$ cat config.mk
export PLATFORM = sky130hd
export DESIGN_NAME = selectEncode
export DESIGN_NICKNAME = d
export VERILOG_FILES = /design/src/cpuPkg.sv /design/src/selectEncode.sv
export VERILOG_INCLUDE_DIRS = /design/src
export SDC_FILE = /design/constraint.sdc
export NUM_CORES = 1
export LEC_CHECK = 0
export BUFFER_PORTS_ARGS = -buffer_cell sky130_fd_sc_hd__buf_2
export CORE_UTILIZATION = 24
export DETAILED_ROUTE_END_ITERATION = 16
export PLACE_DENSITY = 0.81
export SLEW_MARGIN = 40
export SYNTH_ARGS = -nofsm -noshare
export SYNTH_HDL_FRONTEND = slang
export SYNTH_SLANG_ARGS = --single-unit
$ cat constraint.sdc
create_clock -name vclk -period 0.8
set_clock_uncertainty 0.15 [all_clocks]
set_input_delay 0.08 -clock vclk [all_inputs]
set_output_delay 0.08 -clock vclk [all_outputs]
set_load 0.05 [all_outputs]
$ cat src/cpu_params.svh
`ifndef CPU_PARAMS_SVH
`define CPU_PARAMS_SVH

// One bus word, also the width of every general register
`define DATA_WIDTH 32

// General register count, R0 through R15
`define REG_COUNT 16

// Word-addressed RAM size
`define RAM_DEPTH 512

// Low MAR bits that index the RAM
`define ADDR_WIDTH 9

`endif

$ cat src/cpuPkg.sv
package cpuPkg;

    // ALU operation codes, shared with the instruction opcode field
    typedef enum logic [4:0] {
        opAdd  = 5'b00011,
        opSub  = 5'b00100,
        opAnd  = 5'b00101,
        opOr   = 5'b00110,
        opRor  = 5'b00111,
        opRol  = 5'b01000,
        opShr  = 5'b01001,
        opShra = 5'b01010,
        opShl  = 5'b01011,
        opMul  = 5'b10000,
        opNeg  = 5'b10001,
        opNot  = 5'b10010
    } aluOp_t;

    // One instruction word seen as three-register or register-plus-constant form
    typedef union packed {
        struct packed {
            logic [4:0]  opcode;
            logic [3:0]  ra;
            logic [3:0]  rb;
            logic [3:0]  rc;
            logic [14:0] unused;
        } rForm;
        struct packed {
            logic [4:0]  opcode;
            logic [3:0]  ra;
            logic [3:0]  rb;
            logic [18:0] constant;
        } iForm;
    } instruction_t;

endpackage

$ cat src/selectEncode.sv
`timescale 1ns/1ps
`include "cpu_params.svh"

module selectEncode
    import cpuPkg::*;
(
    input  instruction_t           instruction,
    input  logic                   grA,
    input  logic                   grB,
    input  logic                   grC,
    output logic [3:0]             writeIndex,
    output logic [3:0]             readIndex,
    output logic [`DATA_WIDTH-1:0] constant
);

    logic [3:0] selected;

    // Grant priority is A, then B, then C
    always_comb begin
        if (grA) begin
            selected = instruction.rForm.ra;
        end else if (grB) begin
            selected = instruction.rForm.rb;
        end else if (grC) begin
            selected = instruction.rForm.rc;
        end else begin
            selected = 4'd0;
        end
    end

    // Read and write share one selected field
    assign writeIndex = selected;
    assign readIndex  = selected;

    // 19-bit immediate, sign extended to a full word
    assign constant = {{(`DATA_WIDTH - 19){instruction.iForm.constant[18]}},
                       instruction.iForm.constant};

endmodule

==> impl_metrics.py, run 1 <==
metrics = {
    "status": {
        "status": "finished, violations left",
        "violations": "negative setup slack",
    },
    "sta": {
        "worst_pin_slew_ps": 256,
        "relSlewSlack": 0.830,
        "finalCritPeriodShare": 1.21,
        "layout_setup_ws_ps": -165,
        "holdWs_ps": 10.0,
        "rsz0062_at_grt": "true",
        "finalSetupViolCount": 17,
        "fmax_mhz": 1040,
        "finalMaxSlewViolations": 0,
        "hold_viol_final": 0,
        "fin_crit_ps": 965,
    },
    "layout": {
        "final-instance-count-excl-fill": 73,
        "multi_input_comb_area_sq_um": 144,
        "register_area_sq_um": 0,
        "area_growth_pct": 29.3,
        "drive_gt1_frac": 0.789,
        "fill_cells": 157,
        "design.seq.count": 0,
        "diodes": 0,
        "final_nets": 94,
        "clkbuf_count": 0,
        "final_area_sq_um": 492,
    },
    "worst_setup_path": {
        "crit_type": "in -> out",
        "cp.arrival_ps": 740,
        "critical_path.max_fanout": 8,
        "cp-start-kind": "input pin",
        "required_ps": 570,
        "endpoint_kind": "output port",
    },
    "power": {
        "p_per_area_mw_per_mm2": 1200,
        "ir_drop_mv": 0.292,
        "p_leak_nw": 0.247,
    },
    "detailed_routing": {
        "vias_per_cell": 4.34,
        "top_layer": "met3",
        "wl_per_cell_um": 10.3,
        "dr_wl_met2_um": 360,
        "wl_met1_um": 269,
        "routed_wirelength_um": 750,
        "ant_nets": 0,
        "dr_wl_met3_um": 119,
        "drtIter0Drc": 4,
        "route.detailed.drc": 0,
        "drt_pass1_iterations": 4,
        "dr_total_vias": 317,
    },
    "global_routing": {
        "grtUsageTotal": 0.0789,
        "grt-ovfl-total": 0,
        "grt_max_degree": 15,
        "grt_pass1_wl_mm": 1.16,
        "grt_pass1_vias": 260,
        "antenna_found_initial": 0,
    },
    "die": {
        "dieArea_sq_mm": 0.00175,
        "die_x_um": 41.8,
        "core_area_sq_mm": 0.00149,
        "start_util": 0.255,
        "ioPinCount": 75,
        "die_y_um": 41.8,
        "rows": 14,
    },
    "logic_synthesis": {
        "synthCells": 52,
        "ys_top_cells_by_area": "buf_4, nand3b_1, a21oi_2",
        "netlist_area_sq_um": 380,
        "yosysUniqueCellTypes": 6,
        "synth_top_area_frac": 0.711,
        "yosysWarnings": 0,
        "synth_top_cell_by_area": "buf_4",
        "synth.most_common_cell": "buf_4",
        "syn_nets": 87,
        "synth-seq-area-share": 0,
        "avgSynthCellArea_sq_um": 7.31,
        "synthTopCellsByCount": "buf_4, a21oi_1, nand3b_1",
    },
    "min_path": {
        "hold_path.class": "in -> out",
    },
    "placement": {
        "port_buffers": 40,
        "gp_congestion": 0.611,
        "place_area_sq_um": 372,
        "dp_cells": 73,
    },
    "clock_network": {
        "cts_hold_buf": 0,
    },
    "flow_run": {
        "drv_cap": 0,
    },
}
==> worst paths after layout <==
| kind | start | to | slack (ps) | cells past startpoint |
|---|---|---|---|---|
| worst min-delay path | instruction[2] | constant[2] | 10 | 0 |
| worst max-delay path | grB | writeIndex[0] | -170 | 4 |
==> cells by family after synthesis <==
logic type      share of synthesized area
buf+inv                             0.711
simple gates                        0.155
compound gates                      0.135
==> placed cells by master, fill, tap and decap left out, drive strengths merged <==
cell type | netlist | layout
buf | 36 | 41
a21oi | 8 | 8
nand3b | 4 | 4
and2b | 3 | 3
nor2b | 1 | 1
==> layout make-up <==
cell class / count / share of cell area
Timing Repair Buffer: 41 / 0.667
Multi-Input combinational cell: 16 / 0.293
Tap cell: 16 / 0.0407
==> per-stage QoR <==
| step | total power, mW | TNS, ps | setup slack, ps | utilization |
|---|---|---|---|---|
| 6_report | 0.589 | -1330 | -165 | 0.330 |
| 5_1_grt | 0.608 | -1780 | -205 | 0.330 |
| 4_1_cts | 0.580 | -1260 | -169 | 0.315 |
| 3_5_place_dp | 0.495 | -2690 | -312 | 0.250 |
| 3_3_place_gp | 0.492 | -2560 | -296 | 0.250 |
| 2_1_floorplan | 0.666 | -1500 | -298 | - |
==> critical path: stages <==
cell and delay [ps]:
buf_8 110, nand3b_1 190, a21oi_4 180, buf_6 180
==> what timing repair did <==
item / CTS / global route
setup buffers: 0 / 0
hold endpoints to repair: 0 / 0
pin swaps: 4 / 0
resized for setup: 34 / 6
endpoints found under the setup margin: 22 / 13
==> metal layers <==
metal | up-vias | GRT usage
li1 | 144 | -
met3 | 0 | 0.0348
met2 | 33 | 0.138
met5 | - | 0
met4 | 0 | 0
met1 | 140 | 0.0947
==> power by group <==
part | switching [mW] | internal, mW
clock network | 0 | 0
logic | 0.391 | 0.198
registers | 0 | 0
total | 0.391 | 0.198
No activity file was read; power rests on OpenSTA's default activity.
==> run 2: changes to the inputs <==
- ABC_AREA: not set -> 1
- CORE_MARGIN: not set -> 1
- PLACE_DENSITY: 0.81 -> 0.8
==> run 2 against run 1 <==
  * The run still ends with negative setup slack left
  * Final cell count grew 18%
  * Sequential share of layout area is the same
  * Utilization up 10 points
  * Flip-flop and latch count stayed put
  * Area after synthesis grew 2.6%
  * Via count is 15% higher
  * Largest power group unchanged
  * Worst setup slack better by 66 ps
  * Wire length rose by 24%
  * Die area up 2.5%
  * Design area grew 33%
  * Non-clock buffer count stayed put
==> impl_metrics.py, run 2 <==
metrics = {
    "status": {
        "status": "finished, violations left",
        "violations": "negative setup slack",
    },
    "power": {
        "p_sw_frac": 0.654,
        "clkPwrFrac": 0,
        "p_per_area_mw_per_mm2": 1060,
        "p_leak_nw": 0.319,
        "netSwitchingPower_mw": 0.451,
        "seq_power_share": 0,
        "p_comb_frac": 1.000,
        "finalPower_mw": 0.690,
        "ir_drop_mv": 0.363,
        "p_int_mw": 0.239,
    },
    "sta": {
        "layout_setup_ws_ps": -99.7,
        "rsz0062_at_grt": "true",
        "finalMaxSlewViolations": 0,
        "fmax_mhz": 1110,
        "finalCritPeriodShare": 1.12,
        "fin_crit_ps": 900,
        "worst_pin_slew_ps": 251,
        "finalSetupViolCount": 8,
        "relSlewSlack": 0.834,
        "hold_viol_final": 0,
    },
    "layout": {
        "layout_commonest_cell": "buf_2",
        "register_area_sq_um": 0,
        "diodes": 0,
        "final_nets": 107,
        "design.seq.count": 0,
        "drive_gt1_frac": 0.971,
        "layout_common_cells": "buf_2, nor2_4, buf_4, buf_6, nand2_4",
        "area_growth_pct": 67.0,
        "clkbuf_count": 0,
        "final_area_sq_um": 652,
    },
    "logic_synthesis": {
        "avgSynthCellArea_sq_um": 5.91,
        "synth_top_cell_by_area": "buf_4",
        "yosysUniqueCellTypes": 5,
        "synthTopCellsByCount": "buf_4, nor2_1, nand2_1",
        "synth-seq-area-share": 0,
        "netlist_area_sq_um": 390,
        "ys_top_cells_by_area": "buf_4, nor2_1, nand2_1",
        "synth_top_area_frac": 0.692,
        "synthCells": 66,
        "synth.most_common_cell": "buf_4",
        "syn_nets": 101,
        "yosysWarnings": 0,
    },
    "worst_setup_path": {
        "critical_path.max_fanout": 8,
        "crit_type": "in -> out",
        "cp.arrival_ps": 670,
        "endpoint_kind": "output port",
        "required_ps": 570,
        "worstSetupEndpoint": "writeIndex[1]",
        "cp-startpoint": "grB",
        "cp-start-kind": "input pin",
    },
    "placement": {
        "dp_hpwl_um": 588,
        "place_area_sq_um": 367,
        "port_buffers": 40,
        "gp_congestion": 0.548,
    },
    "die": {
        "die_y_um": 42.3,
        "dieArea_sq_mm": 0.00179,
        "core_area_sq_mm": 0.00151,
        "die_x_um": 42.3,
        "start_util": 0.259,
        "ioPinCount": 75,
        "rows": 14,
    },
    "global_routing": {
        "grtUsageTotal": 0.104,
        "grt_max_degree": 11,
        "grt_pass1_vias": 346,
        "grt-ovfl-total": 0,
        "antenna_found_initial": 0,
        "grt_pass1_wl_mm": 1.52,
    },
    "detailed_routing": {
        "vias_per_cell": 4.24,
        "dr_total_vias": 365,
        "drt_pass1_iterations": 2,
        "drtIter0Drc": 1,
        "wl_per_cell_um": 10.8,
        "ant_nets": 0,
        "routed_wirelength_um": 928,
        "route.detailed.drc": 0,
    },
    "flow_run": {
        "drv_cap": 0,
    },
    "min_path": {
        "hold_path.class": "in -> out",
    },
}
## run 2: worst min-delay path by stage
stage / start / to / slack [ps] / cells past startpoint
floorplan: instruction[0] / constant[0] / 180 / 1
CTS: instruction[2] / constant[2] / 10 / 0
finish: instruction[11] / constant[11] / 10 / 0
global route: instruction[6] / constant[6] / 10 / 0
detailed placement: instruction[2] / constant[2] / 10 / 0
global placement: instruction[2] / constant[2] / 10 / 0
## run 2: cell type report
cell class / count / area (sq um)
repair buffers: 41 / 350
multi-input cells: 28 / 265
inverters: 1 / 16.3
fillers: 156 / 855
well taps: 16 / 20.0
## run 2: worst max-delay path: stages
cell    delay, ps
buf_12        130
nor2_4        120
nor2_4         50
nor2_4        120
buf_8         160
## run 2: timing repair
| action | CTS | global route |
|---|---|---|
| cloned | 0 | 0 |
| setup endpoints to repair | 18 | 8 |
| pin swaps | 15 | 0 |
| setup buffers | 0 | 0 |
| hold buffers | 0 | 0 |
| resized for setup | 81 | 3 |
## run 2: through the flow
step                       util  setup slack [ps]  hold WS (ps)  TNS, ps  instances
after global routing      0.433              -116          10.1     -872         86
final                     0.433             -99.7          10.0     -652         86
after global placement    0.243              -325          10.3    -2770         86
after floorplan               -              -279           177    -1370         66
after CTS                 0.422             -84.2          10.3     -596         86
after detailed placement  0.243              -334          10.3    -2970         86
## run 2: power by group through the flow
stage                     logic [mW]  clock network, mW  registers, mW
after detailed placement       0.494                  0              0
final                          0.690                  0              0
after floorplan                0.679                  0              0
after CTS                      0.677                  0              0
after global placement         0.491                  0              0
after global routing           0.716                  0              0
## run 2: layer usage
| metal | vias up | share of wire | track usage |
|---|---|---|---|
| met5 | - | 0 | 0 |
| met4 | 0 | 0.015 | 0.0313 |
| met3 | 4 | 0.14 | 0.00862 |
| met2 | 32 | 0.56 | 0.218 |
| met1 | 159 | 0.28 | 0.104 |
| li1 | 170 | - | - |
## run 2: kinds of logic after synthesis
| family | count (synthesis) | synth area share |
|---|---|---|
| and+or+nand+nor | 28 | 0.269 |
| buffers and inverters | 38 | 0.731 |
==> run 3: changes to the inputs <==
- ABC_CLOCK_PERIOD_IN_PS: not set -> 800
- CELL_PAD_IN_SITES_DETAIL_PLACEMENT: not set -> 1
- CELL_PAD_IN_SITES_GLOBAL_PLACEMENT: not set -> 1
- CORE_UTILIZATION: 24 -> 13
- PLACE_DENSITY: 0.8 -> not set
- PLACE_DENSITY_LB_ADDON: not set -> 0.1
==> run 3 against run 2 <==
  * First-iteration DRC count rose to 11 times the previous value
  * Combinational power down 11%
  * Critical path depth unchanged
  * Maximum frequency down 8.7%
  * Global-route usage down 5.3 points
  * Worst hold slack unchanged
  * Worst setup slack worse by 86 ps
  * Flip-flop and latch count unchanged
  * The run ends with design-rule violations, negative setup slack left
  * Clock-buffer cell count unchanged
==> impl_metrics.py, run 3 (same netlist as run 2, synthesis figures left out) <==
metrics = {
    "power": {
        "p_per_area_mw_per_mm2": 1110,
        "p_comb_frac": 1.000,
        "clkPwrFrac": 0,
        "netSwitchingPower_mw": 0.408,
        "p_int_mw": 0.204,
        "ir_drop_mv": 0.259,
        "seq_power_share": 0,
        "p_sw_frac": 0.667,
        "p_leak_nw": 0.280,
        "finalPower_mw": 0.612,
    },
    "placement": {
        "dp_cells": 101,
        "port_buffers": 40,
        "gp_congestion": 0.591,
        "preCtsSetupSlack_ps": -370,
        "dp_hpwl_um": 679,
    },
    "global_routing": {
        "antenna_found_initial": 0,
        "grt_pass1_vias": 313,
        "grtUsageTotal": 0.0516,
        "use_met1": 0.0618,
        "met3_usage": 0.00922,
        "grt_pass1_wl_mm": 1.38,
        "grt_busiest_layer": "met2",
        "globalRouteMet2Util": 0.0935,
        "grt_max_degree": 14,
        "grt-ovfl-total": 0,
    },
    "layout": {
        "final-instance-count-excl-fill": 101,
        "fill_cells": 338,
        "clkbuf_count": 0,
        "register_area_sq_um": 0,
        "multi_input_comb_area_sq_um": 150,
        "diodes": 0,
        "area_growth_pct": 40.7,
        "design.seq.count": 0,
        "layout_commonest_cell": "buf_6",
        "final_util": 0.196,
        "final_nets": 107,
        "layout_common_cells": "buf_6, buf_2, nand2_1, nor2_1, nor2_2",
        "drive_gt1_frac": 0.743,
    },
    "detailed_routing": {
        "routed_wirelength_um": 846,
        "drtIter0Drc": 11,
        "dr_total_vias": 344,
        "ant_nets": 0,
        "route.detailed.drc": 10,
        "wl_per_cell_um": 8.38,
        "drt_pass1_iterations": 10,
        "vias_per_cell": 3.41,
    },
    "sta": {
        "fin_crit_ps": 986,
        "worst_pin_slew_ps": 249,
        "layout_setup_ws_ps": -186,
        "rsz0062_at_grt": "true",
        "fmax_mhz": 1010,
        "relSlewSlack": 0.835,
        "finalMaxSlewViolations": 0,
        "finalCritPeriodShare": 1.23,
        "fin_setup_tns_ps": -1410,
        "finalSetupViolCount": 8,
        "hold_viol_final": 0,
    },
    "status": {
        "violations": "design-rule violations, negative setup slack",
        "status": "finished, violations left",
    },
    "worst_setup_path": {
        "critical_path.max_fanout": 8,
        "required_ps": 570,
        "cp-startpoint": "grA",
        "endpoint_kind": "output port",
        "cp-start-kind": "input pin",
        "crit_slowest_cell": "nor2_1",
        "crit_type": "in -> out",
        "cp_common_cell": "buf_6",
        "path_cells": "buf_6 > clkinvlp_4 > nor2_1 > nor2_4 > buf_6",
        "cpPeakStageDelay_ps": 220,
        "cp.arrival_ps": 760,
    },
    "min_path": {
        "whs_endpoint": "constant[13]",
        "worstHoldStart": "instruction[13]",
        "min_path_cells": 0,
        "hold_path.class": "in -> out",
    },
    "die": {
        "ioPinCount": 75,
        "die_x_um": 56.8,
        "rows": 19,
        "die_y_um": 56.8,
        "start_util": 0.139,
        "dieArea_sq_mm": 0.00323,
        "core_area_sq_mm": 0.00281,
    },
    "flow_run": {
        "drv_cap": 0,
    },
    "clock_network": {
        "cts_hold_buf": 0,
        "post_cts_buffers": 0,
    },
}
-- run 3: cell count changes in the layout (fill, tap and decap cells not counted), sizes merged --
cell      change
clkinvlp      +1
inv           -1
-- run 3: how the worst max path moves through the flow --
stage | slack, ps | end
2_1_floorplan | -280 | writeIndex[0]
3_3_place_gp | -350 | readIndex[0]
3_5_place_dp | -370 | writeIndex[0]
4_1_cts | -200 | readIndex[3]
5_1_grt | -260 | readIndex[1]
6_report | -190 | readIndex[2]
-- run 3: per-layer routing --
metal | part of all wire | vias to the layer above
met5 | 0 | -
met4 | 0.012 | 0
met3 | 0.12 | 4
met2 | 0.48 | 25
met1 | 0.38 | 147
li1 | - | 168
-- run 3: layout make-up --
cell class / count / area share
Timing Repair Buffer: 41 / 0.642
Multi-Input combinational cell: 28 / 0.273
Tap cell: 31 / 0.0706
Inverter: 1 / 0.0137
-- run 3: power groups by stage --
stage	Clock (mW)	Sequential (mW)	Combinational, mW
finish	0	0	0.612
global route	0	0	0.641
CTS	0	0	0.592
detailed placement	0	0	0.499
global placement	0	0	0.501
floorplan	0	0	0.679
-- run 3: worst max-delay path: cells and delay by family --
family	cells	cell delay, ps
buf+inv	3	380
simple gates	2	290
-- run 3: what timing repair did --
| action | in CTS | in global routing |
|---|---|---|
| endpoints found under the setup margin | 21 | 21 |
| pin swaps | 8 | 0 |
| resized for setup | 40 | 12 |
| endpoints found under the hold margin | 0 | 0 |
-- run 3: per-stage QoR --
stage          area [sq um]  hold slack, ps
3_5_place_dp            385            10.3
2_1_floorplan           439             177
4_1_cts                 504            10.3
6_report                549            10.0
5_1_grt                 549            10.1
3_3_place_gp            385            10.3
