--- config.mk ---
export PLATFORM = sky130hd
export DESIGN_NAME = registerFile
export DESIGN_NICKNAME = d
export VERILOG_FILES = /design/src/registerFile.sv
export VERILOG_INCLUDE_DIRS = /design/src
export SDC_FILE = /design/constraint.sdc
export NUM_CORES = 1
export LEC_CHECK = 0
export BUFFER_PORTS_ARGS = -buffer_cell sky130_fd_sc_hd__clkbuf_2
export CAP_MARGIN = 20
export CORE_UTILIZATION = 56
export CTS_CLUSTER_DIAMETER = 60
export DETAILED_ROUTE_END_ITERATION = 12
export HOLD_SLACK_MARGIN = 0.08
export PLACE_DENSITY = 0.78
export SETUP_SLACK_MARGIN = 0.15
export SLEW_MARGIN = 15
export SYNTH_ARGS = -nofsm -noshare
export SYNTH_HDL_FRONTEND = slang
export SYNTH_SLANG_ARGS = --single-unit
--- constraint.sdc ---
create_clock -name Clock -period 1.6 [get_ports Clock]
set_input_delay 0.16 -clock Clock [delete_from_list [all_inputs] [get_ports Clock]]
set_output_delay 0.16 -clock Clock [all_outputs]
set_load 0.01 [all_outputs]
--- src/cpu_params.svh ---
`ifndef CPU_PARAMS_SVH
`define CPU_PARAMS_SVH

// One bus word, also the width of every general register
`define DATA_WIDTH 32

// General register count, R0 through R15
`define REG_COUNT 16

// Word-addressed RAM size
`define RAM_DEPTH 512

// Low MAR bits that index the RAM
`define ADDR_WIDTH 9

`endif

--- src/registerFile.sv ---
`timescale 1ns/1ps
`include "cpu_params.svh"

module registerFile (
    input  logic                   Clock,
    input  logic                   rst,
    input  logic                   writeEnable,
    input  logic [3:0]             writeIndex,
    input  logic [3:0]             readIndex,
    input  logic                   zeroR0,
    input  logic [`DATA_WIDTH-1:0] writeData,
    output logic [`DATA_WIDTH-1:0] readData
);

    logic [`DATA_WIDTH-1:0] regs [`REG_COUNT];

    always_ff @(posedge Clock) begin
        if (rst) begin
            for (int i = 0; i < `REG_COUNT; i++) begin
                regs[i] <= '0;
            end
        end else if (writeEnable) begin
            regs[writeIndex] <= writeData;
        end
    end

    // Base-address reads treat R0 as a constant zero
    assign readData = (zeroR0 && readIndex == 4'd0) ? '0 : regs[readIndex];

endmodule

==> Flow_metrics.wiki, run 1 <==
{| class="wikitable"
! Metric !! Value
|-
| Class of the most critical hold timing path || in2reg
|-
| Headroom to the max-slew limit || 0.272
|-
| Slew at the pin with the worst max-slew slack || 1.09 ns
|-
| Minimum clock period || about 2.4 ns
|-
| DP HPWL || 39.6 mm
|-
| Maximum buffer depth of the clock tree || 3
|-
| Arr. time, crit path || approximately 2.2 ns
|-
| Flip-flop count of the largest register after layout || just over 500
|-
| Die Ht || 206 µm
|-
| Instance count of the mapped netlist || 1,501
|-
| Starting Density || 0.569
|-
| Global placement routability congestion || around 0.88
|-
| Final hold violation count || 0
|-
| Violated checks || setup timing
|-
| Number of warnings printed during yosys synthesis || 0
|-
| IO Port Bufs || between 70 and 80
|-
| Total GRT Usage || 0.300
|-
| Number of flops mapped to enable cells by yosys || between 500 and 600
|-
| Setup violations, final || 32
|-
| Diodes inserted || 0
|-
| VDD IR max || 0.774 mV
|-
| First-pass GRT wire length || about 90 mm
|-
| Synthesis-stage register bit count || roughly 510
|-
| Beginning of the critical path || regs[9][18]
|-
| Setup Slack @ Placement || -0.474 ns
|-
| Drt pass-1 iters || 5
|-
| Largest stage delay, worst path || about 0.49 ns
|-
| Sink count of the clock tree || 512
|-
| Average cell area after synthesis || approximately 16 µm²
|-
| Worst path required time || 1.44 ns
|-
| Type of element capturing the critical path || output port
|-
| CTS tree || yes
|-
| Final worst-path setup slack || -0.750 ns
|-
| Most common library cell in the layout ignoring fill and taps || sky130_fd_sc_hd__and2_1
|-
| Cell Chain, Critical Path || mux4_2 -> a22o_1 -> a221o_1 -> clkbuf_2
|-
| Predominant post-synthesis flop cell || sky130_fd_sc_hd__edfxtp_1
|-
| TritonCTS buffer count || between 50 and 60
|-
| Critical path class || reg2out
|-
| Top-level I/O count || 76
|-
| Layout area overhead || 19.5%
|-
| Count of buffers added by post-CTS timing repair for setup || 0
|-
| Number of rows in the core area || 74
|-
| Final core area utilization || 0.679
|-
| Routed wirelength normalized by instance count || 27.5 µm
|-
| Initial antenna violation count || 3
|-
| Post-synthesis cell type count || 30
|-
| Via density per instance || 6.18
|-
| Largest registers || regs x512
|-
| Period Utilization, post-route || 1.47
|-
| DRC violations left || 0
|-
| Netlist area before placement || about 23,000 µm²
|-
| Largest net degree at the start of global routing || 33
|-
| Net count of the mapped netlist || approximately 1,500
|-
| Worst Hold Launch || writeData[15]
|-
| Wirelength, routed || 61.7 mm
|-
| P_leak || a little over 10 nW
|-
| Sequential area share after synthesis || 0.660
|-
| Commonest cells after routing, fill and taps aside || 513 x sky130_fd_sc_hd__and2_1, 512 x sky130_fd_sc_hd__edfxtp_1, 97 x sky130_fd_sc_hd__buf_4, 93 x sky130_fd_sc_hd__mux2i_1, 86 x sky130_fd_sc_hd__mux4_2
|-
| Startpoint type of the worst setup path || register
|-
| Clock root buffer master || sky130_fd_sc_hd__clkbuf_16
|-
| Async set or reset register ratio after synthesis || 0
|-
| Proportion of layout cells with a drive suffix above 1 || 0.279
|-
| Library cell contributing the largest single delay on the critical path || sky130_fd_sc_hd__mux4_2
|-
| Worst-path fanout max || 1
|-
| Overall via count from detail_route || between 10,000 and 15,000
|-
| Clk slew on worst S/H paths || approximately 0.060 ns
|-
| Standard cell core area || roughly 41,000 µm²
|-
| Max cap viols || 0
|-
| Power Density || roughly 1100 nW/µm²
|-
| Via count of the first global-routing pass || 14,120
|-
| H-tree depth || 2
|-
| Die Wd || 206 µm
|-
| Area enclosed by the die boundary || about 42,000 µm²
|-
| Status || finished, violations left
|-
| Number of violations reported at the end of detailed-routing iteration 0 || about 1,500
|-
| Achievable Freq || ~430 MHz
|-
| Final-stage net count || between 1,500 and 2,000
|-
| Antenna Nets Post-Route || 0
|-
| Setup repair after global routing missed its margin || yes
|-
| Final setup TNS || -18.14 ns
|-
| Final slew viol count || 0
|-
| Register with the most flip-flops || regs
|-
| Final global-route overflow total || 0
|}
[cells in the mapped netlist (10+ instances only)]
cell	instances	area (µm²)
sky130_fd_sc_hd__clkbuf_1	87	327
sky130_fd_sc_hd__and2_1	513	3210
sky130_fd_sc_hd__o22ai_1	44	275
sky130_fd_sc_hd__buf_6	10	113
sky130_fd_sc_hd__mux4_2	86	1940
sky130_fd_sc_hd__a221o_1	10	100
sky130_fd_sc_hd__edfxtp_1	512	15400
sky130_fd_sc_hd__buf_2	23	115
sky130_fd_sc_hd__mux2i_1	107	1070
sky130_fd_sc_hd__nor2_1	35	131
sky130_fd_sc_hd__o22ai_2	20	250
sky130_fd_sc_hd__or2_2	16	100
sky130_fd_sc_hd__a22o_1	10	87.6
[layer usage]
layer,up-vias,part of all wire,GRT usage
met5,-,0.00050,0
met4,4,0.038,0.129
met3,171,0.097,0.0582
met2,766,0.49,0.483
met1,7036,0.38,0.400
li1,5896,-,-
[worst paths after layout]
path / slack, ns / end / cells after the start
min: 0.09 / regs[2][15] / 2
max: -0.75 / readData[18] / 4
[critical path: cells and delay by family (launching register included)]
| family | cells | cell delay (ns) |
|---|---|---|
| AO/OA/AOI/OAI | 2 | 0.53 |
| multiplexers | 1 | 0.49 |
| flip-flops | 1 | 0.41 |
| buffers and inverters | 1 | 0.15 |
[metrics by stage]
| step | power (W) | instances | cell area (µm²) | hold WS (ns) |
|---|---|---|---|---|
| finish | 0.0305 | 2245 | 27800 | 0.0944 |
| global placement | 0.0188 | 2131 | 25800 | 0.625 |
| global route | 0.0312 | 2245 | 27800 | 0.108 |
| detailed placement | 0.0189 | 2131 | 25800 | 0.655 |
| CTS | 0.0305 | 2245 | 27700 | 0.0806 |
| floorplan | 0.0175 | 1501 | 23600 | 0.358 |
[power by group]
group          switching [W]  internal (W)  total (W)  leakage [nW]
sequential          0.000219        0.0155     0.0157          4.88
clock                0.00518       0.00653     0.0117         0.783
combinational        0.00168       0.00140    0.00308          4.50
[area by class of cell]
type	count	area, µm²
clock buffers	67	1360
clock inverters	28	267
fillers	2684	13100
inverters	1	3.75
multi-input cells	861	7700
flip-flops and latches	512	15400
well taps	532	666
repair buffers	244	2440
[repair_timing]
| action | in CTS | in global routing |
|---|---|---|
| pin swaps | 22 | 0 |
| hold buffers | 19 | 0 |
| endpoints found under the setup margin | 32 | 32 |
| cloned | 0 | 0 |
| hold endpoints to repair | 279 | 0 |
| gates resized for setup | 24 | 16 |
[kinds of logic (layout without fill, tap and decap cells)]
logic type | after synthesis | after routing | share of synthesized area
simple gates | 583 | 583 | 0.154
flops | 512 | 512 | 0.660
mux | 193 | 193 | 0.129
buf+inv | 128 | 340 | 0.0257
compound gates | 85 | 85 | 0.0310
No activity file was read; power rests on OpenSTA's default activity.
==> run 2: changes to the inputs <==
- SETUP_SLACK_MARGIN: 0.15 -> 0.1
==> Flow_metrics.wiki, run 2 (synthesis results as in run 1) <==
{| class="wikitable"
! Metric !! Value
|-
| Critical path class || reg2out
|-
| Flip-flop count of the largest register after layout || 512 (unchanged)
|-
| IO Port Bufs || 75 (unchanged)
|-
| Clk slew on worst S/H paths || 0.06 ns (about the same)
|-
| Final worst-path setup slack || -0.681 ns (+0.0694 ns)
|-
| Top-level I/O count || 76 (unchanged)
|-
| VDD IR max || 0.720 mV (-7.0%)
|-
| Sink count of the clock tree || 512 (unchanged)
|-
| Power Density || 1100 nW/µm² (about the same)
|-
| Final setup TNS || -16.45 ns (+1.69 ns)
|-
| DP Area || 25,500 µm² (-0.97%)
|-
| Setup Slack @ Placement || -0.426 ns (+0.0484 ns)
|-
| Register with the most flip-flops || regs
|-
| Maximum buffer depth of the clock tree || 3 (unchanged)
|-
| Minimum clock period || 2.28 ns (-0.0694 ns)
|-
| P_leak || 10.0 nW (-1.6%)
|-
| Antenna Nets Post-Route || 0 (unchanged)
|-
| Setup violations, final || 32 (unchanged)
|-
| Diodes inserted || 0 (unchanged)
|-
| Via count of the first global-routing pass || 14,141 (+0.15%)
|-
| Largest registers || regs x512
|-
| Achievable Freq || 438 MHz (+3.0%)
|-
| Total non-filler cell area in the finished layout || 27,300 µm² (-1.7%)
|-
| Initial antenna violation count || 1 (-2)
|-
| Via density per instance || 6.19 (+0.12%)
|-
| Die Wd || 206 µm (unchanged)
|-
| CTS tree || yes
|-
| Final-stage net count || 1,690 (-1.5%)
|-
| Final core area utilization || 0.668 (-0.0117)
|-
| H-tree depth || 2 (unchanged)
|-
| Slew at the pin with the worst max-slew slack || 1.11 ns (+0.0217 ns)
|-
| TritonCTS buffer count || 49 (-5.8%)
|-
| Tot Pwr || 0.0300 W (-1.7%)
|-
| DRC violations left || 0 (unchanged)
|-
| Wirelength, routed || 59.7 mm (-3.1%)
|-
| Final slew viol count || 0 (unchanged)
|-
| Violated checks || setup timing
|-
| Starting Density || 0.569 (unchanged)
|-
| Layout area overhead || 17.4%
|-
| Final global-route overflow total || 0 (unchanged)
|-
| Routed wirelength normalized by instance count || 27.0 µm (-1.7%)
|-
| Max cap viols || 0 (unchanged)
|-
| Status || finished, violations left
|-
| Die Ht || 206 µm (unchanged)
|-
| Number of violations reported at the end of detailed-routing iteration 0 || 1,564 (+2.4%)
|-
| Proportion of layout cells with a drive suffix above 1 || 0.264 (-0.0154)
|-
| Drt pass-1 iters || 5 (unchanged)
|-
| Area enclosed by the die boundary || 42,400 µm² (unchanged)
|-
| Worst-path fanout max || 1 (unchanged)
|-
| Most common library cell in the layout ignoring fill and taps || sky130_fd_sc_hd__and2_1
|-
| Setup repair after global routing missed its margin || yes
|-
| Commonest cells after routing, fill and taps aside || 513 x sky130_fd_sc_hd__and2_1, 512 x sky130_fd_sc_hd__edfxtp_1, 97 x sky130_fd_sc_hd__mux2i_1, 86 x sky130_fd_sc_hd__mux4_2, 85 x sky130_fd_sc_hd__buf_4
|-
| Largest net degree at the start of global routing || 33 (unchanged)
|-
| Headroom to the max-slew limit || 0.256 (-0.0157)
|-
| Worst path required time || 1.44 ns (about the same)
|-
| Period Utilization, post-route || 1.43 (-0.0434)
|-
| Total GRT Usage || 0.289 (-0.0104)
|-
| Global placement routability congestion || 0.842 (-3.9%)
|-
| Number of rows in the core area || 74 (unchanged)
|-
| Final hold violation count || 0 (unchanged)
|-
| DP HPWL || 37.8 mm (-4.6%)
|-
| First-pass GRT wire length || 88.1 mm (-2.1%)
|-
| Overall via count from detail_route || 13,685 (-1.4%)
|-
| Class of the most critical hold timing path || in2reg
|-
| Startpoint type of the worst setup path || register
|-
| Arr. time, crit path || 2.12 ns (-0.07 ns)
|-
| Type of element capturing the critical path || output port
|-
| Standard cell core area || 40,900 µm² (unchanged)
|-
| Clock root buffer master || sky130_fd_sc_hd__clkbuf_16
|}
==> run 2: final timing paths <==
path | start | endpoint | slack, ns | cells after the start
hold / removal | writeData[19] | regs[12][19] | 0.1 | 2
setup / recovery | regs[15][19] | readData[19] | -0.68 | 4
==> run 2: report_power, final <==
group / internal, W / switching (W) / total [W] / leakage, nW
Clock: 0.00657 / 0.00484 / 0.0114 / 0.755
Sequential: 0.0155 / 0.000221 / 0.0157 / 4.88
Combinational: 0.00128 / 0.00157 / 0.00286 / 4.37
Total: 0.0234 / 0.00663 / 0.0300 / 10.0
==> run 2: metal layers <==
metal	share of wire	GRT usage	wire length (µm)
met4	0.033	0.103	1950
met3	0.092	0.0467	5490
met2	0.49	0.468	29000
met1	0.39	0.401	23300
met5	0	0	0
==> run 2: stage by stage <==
step           std cells  hold slack (ns)
6_report            2212           0.0986
5_1_grt             2212            0.106
4_1_cts             2212           0.0808
3_5_place_dp        2119            0.628
3_3_place_gp        2119            0.626
2_1_floorplan       1501            0.358
==> run 2: timing repair <==
| item | 4_1_cts | 5_1_grt |
|---|---|---|
| setup endpoints to repair | 32 | 32 |
| gates resized for setup | 21 | 15 |
| hold buffers | 8 | 0 |
| hold endpoints to repair | 68 | 0 |
| pin swaps | 28 | 1 |
| buffers inserted | 0 | 0 |
==> run 2: layout make-up <==
type,count,area [µm²]
Inverter,1,3.75
Clock buffer,59,1260
Sequential cell,512,15400
Multi-Input combinational cell,861,7550
Timing Repair Buffer,221,2190
Fill cell,2685,13600
Tap cell,532,666
Clock inverter,26,278
==> run 2: critical path, stage by stage, from the launching register on <==
cell,delay (ns)
sky130_fd_sc_hd__edfxtp_1,0.38
sky130_fd_sc_hd__mux4_2,0.50
sky130_fd_sc_hd__a22o_1,0.22
sky130_fd_sc_hd__a221o_1,0.31
sky130_fd_sc_hd__clkbuf_2,0.15
==> run 3: changes to the inputs <==
- CORE_UTILIZATION: 56 -> 58
- CTS_BUF_LIST: not set -> sky130_fd_sc_hd__clkbuf_8
- PLACE_DENSITY: 0.78 -> 0.8
==> Flow_metrics.wiki, run 3 (synthesis results as in run 1) <==
{| class="wikitable"
! Metric !! Value
|-
| Internal power || 0.0219 W (-6.1%)
|-
| Final hold violation count || 0 (unchanged)
|-
| Hold path endpoint || regs[8][29]
|-
| Startpoint type of the worst setup path || register
|-
| DRC violations left || 0 (unchanged)
|-
| Die Wd || 202 µm (-1.7%)
|-
| Power share of the sequential group || 0.547 (+0.023)
|-
| Minimum clock period || 2.34 ns (+0.0589 ns)
|-
| Flip-flop count of the largest register after layout || 512 (unchanged)
|-
| H-tree depth || 3 (+1)
|-
| Setup violations, final || 32 (unchanged)
|-
| DP HPWL || 36.2 mm (-4.3%)
|-
| Clk slew on worst S/H paths || 0.06 ns (about the same)
|-
| Final setup TNS || -18.85 ns (-2.40 ns)
|-
| Sw Share || 0.238 (+0.0167)
|-
| Slew at the pin with the worst max-slew slack || 0.488 ns (-0.624 ns)
|-
| Clock root buffer master || sky130_fd_sc_hd__clkbuf_8
|-
| Standard cell core area || 39,600 µm² (-3.1%)
|-
| Proportion of layout cells with a drive suffix above 1 || 0.277 (+0.0130)
|-
| First-pass GRT wire length || 88.6 mm (+0.48%)
|-
| Worst-path fanout max || 1 (unchanged)
|-
| Maximum buffer depth of the clock tree || 3 (unchanged)
|-
| Register with the most flip-flops || regs
|-
| Arr. time, crit path || 2.18 ns (+0.06 ns)
|-
| Most common library cell in the layout ignoring fill and taps || sky130_fd_sc_hd__and2_1
|-
| Die Ht || 202 µm (-1.7%)
|-
| Final worst-path setup slack || -0.740 ns (-0.0589 ns)
|-
| VDD IR max || 0.814 mV (+13%)
|-
| Total GRT Usage || 0.296 (+0.00682)
|-
| Count of buffers added by post-CTS timing repair for setup || 0 (unchanged)
|-
| Commonest cells after routing, fill and taps aside || 513 x sky130_fd_sc_hd__and2_1, 512 x sky130_fd_sc_hd__edfxtp_1, 107 x sky130_fd_sc_hd__buf_4, 97 x sky130_fd_sc_hd__mux2i_1, 86 x sky130_fd_sc_hd__mux4_2
|-
| Area enclosed by the die boundary || 40,900 µm² (-3.4%)
|-
| Largest registers || regs x512
|-
| CTS tree || yes
|-
| Violated checks || setup timing
|-
| Net switching power || 0.00684 W (+3.2%)
|-
| Relative contribution of combinational cells to total power || 0.102 (+0.007)
|-
| Cell count of the worst hold path || 2 (unchanged)
|-
| Headroom to the max-slew limit || 0.675 (+0.419)
|-
| Initial antenna violation count || 5 (+4)
|-
| Top-level I/O count || 76 (unchanged)
|-
| TritonCTS buffer count || 82 (+67%)
|-
| Starting Density || 0.587 (+0.0184)
|-
| Portion of total power attributed to the clock network || 0.351 (-0.029)
|-
| Max cap viols || 0 (unchanged)
|-
| Sink count of the clock tree || 512 (unchanged)
|-
| Final global-route overflow total || 0 (unchanged)
|-
| Global placement routability congestion || 0.820 (-2.6%)
|-
| Period Utilization, post-route || 1.46 (+0.0368)
|-
| Hold Worst Slack || 0.141 ns (+0.0428 ns)
|-
| Number of inserted filler cells in the final layout || 2,558 (-4.7%)
|-
| Via density per instance || 6.11 (-1.3%)
|-
| Drt pass-1 iters || 5 (unchanged)
|-
| Setup repair after global routing missed its margin || yes
|-
| Final slew viol count || 0 (unchanged)
|-
| Power Density || 1040 nW/µm² (-4.8%)
|-
| Achievable Freq || 427 MHz (-2.5%)
|-
| IO Port Bufs || 75 (unchanged)
|-
| Status || finished, violations left
|-
| Final-stage net count || 1,762 (+4.3%)
|-
| Via count of the first global-routing pass || 14,602 (+3.3%)
|-
| Largest net degree at the start of global routing || 33 (unchanged)
|-
| Overall via count from detail_route || 14,067 (+2.8%)
|-
| Layout area overhead || 18.3%
|-
| Class of the most critical hold timing path || in2reg
|-
| P_leak || 10.3 nW (+2.7%)
|-
| Critical path class || reg2out
|-
| Routed wirelength normalized by instance count || 25.6 µm (-5.0%)
|-
| Number of rows in the core area || 73 (-1.4%)
|-
| Antenna Nets Post-Route || 0 (unchanged)
|-
| Worst path required time || 1.44 ns (about the same)
|-
| Number of violations reported at the end of detailed-routing iteration 0 || 1,664 (+6.4%)
|-
| Worst Hold Launch || writeData[29]
|-
| Wirelength, routed || 59.1 mm (-1.1%)
|-
| Type of element capturing the critical path || output port
|}
-- run 3: changes by cell type in the layout (fill, tap and decap cells not counted), sizes merged, moves of 5 or more --
cell         before  now
inv               4   41
bufinv            6    1
dlygate4sd3       8   31
buf             147  161
clkbuf          125  153
-- run 3: stage by stage --
step / power (W) / cell area (µm²) / std cells / worst slack (ns) / utilization
2_1_floorplan: 0.0174 / 23400 / 1501 / 0.0752 / -
3_3_place_gp: 0.0186 / 25600 / 2128 / -0.421 / 0.646
3_5_place_dp: 0.0187 / 25600 / 2128 / -0.434 / 0.646
4_1_cts: 0.0288 / 27500 / 2303 / -0.768 / 0.693
5_1_grt: 0.0296 / 27600 / 2304 / -0.792 / 0.695
6_report: 0.0288 / 27600 / 2304 / -0.740 / 0.695
-- run 3: critical path, stage by stage (launching register included) --
cell,delay (ns)
sky130_fd_sc_hd__edfxtp_1,0.36
sky130_fd_sc_hd__mux4_2,0.47
sky130_fd_sc_hd__a22o_1,0.23
sky130_fd_sc_hd__a221o_1,0.32
sky130_fd_sc_hd__clkbuf_2,0.15
-- run 3: worst max path at each step --
| stage | startpoint | to | slack [ns] | cells past startpoint |
|---|---|---|---|---|
| floorplan | readIndex[1] | readData[19] | 0.08 | 5 |
| global placement | readIndex[1] | readData[30] | -0.42 | 7 |
| detailed placement | readIndex[1] | readData[30] | -0.43 | 7 |
| CTS | regs[13][31] | readData[31] | -0.77 | 4 |
| global route | regs[8][31] | readData[31] | -0.79 | 4 |
| finish | regs[13][19] | readData[19] | -0.74 | 4 |
-- run 3: layout make-up --
type	instances	area, µm²	share of cell area
clock inverter	59	275	0.00999
clock buffer	85	1170	0.0425
tap	525	657	0.0238
timing repair buffer	260	2480	0.0900
sequential	512	15400	0.558
inverter	1	3.75	0.000136
multi-input combinational	861	7590	0.275
antenna	1	2.50	0.0000908
-- run 3: what timing repair did --
action                     4_1_cts  5_1_grt
setup endpoints to repair       32       32
resized for setup               23       15
pin swaps                       30        1
hold endpoints to repair       474        0
hold buffers                    31        0
gates cloned                     0        0
-- run 3: metal layers --
metal / wire [µm] / share of wire / GRT usage / vias up
li1: - / - / - / 5982
met1: 22000 / 0.37 / 0.395 / 7101
met2: 29500 / 0.50 / 0.486 / 858
met3: 5760 / 0.097 / 0.0489 / 126
met4: 1800 / 0.030 / 0.124 / 0
met5: 0 / 0 / 0 / -
-- run 3: power by group through the flow --
stage	Clock, W	Sequential, W	Combinational (W)
2_1_floorplan	0	0.0159	0.00149
3_3_place_gp	0	0.0159	0.00266
3_5_place_dp	0	0.0160	0.00271
4_1_cts	0.0102	0.0157	0.00286
5_1_grt	0.0108	0.0158	0.00306
6_report	0.0101	0.0157	0.00293
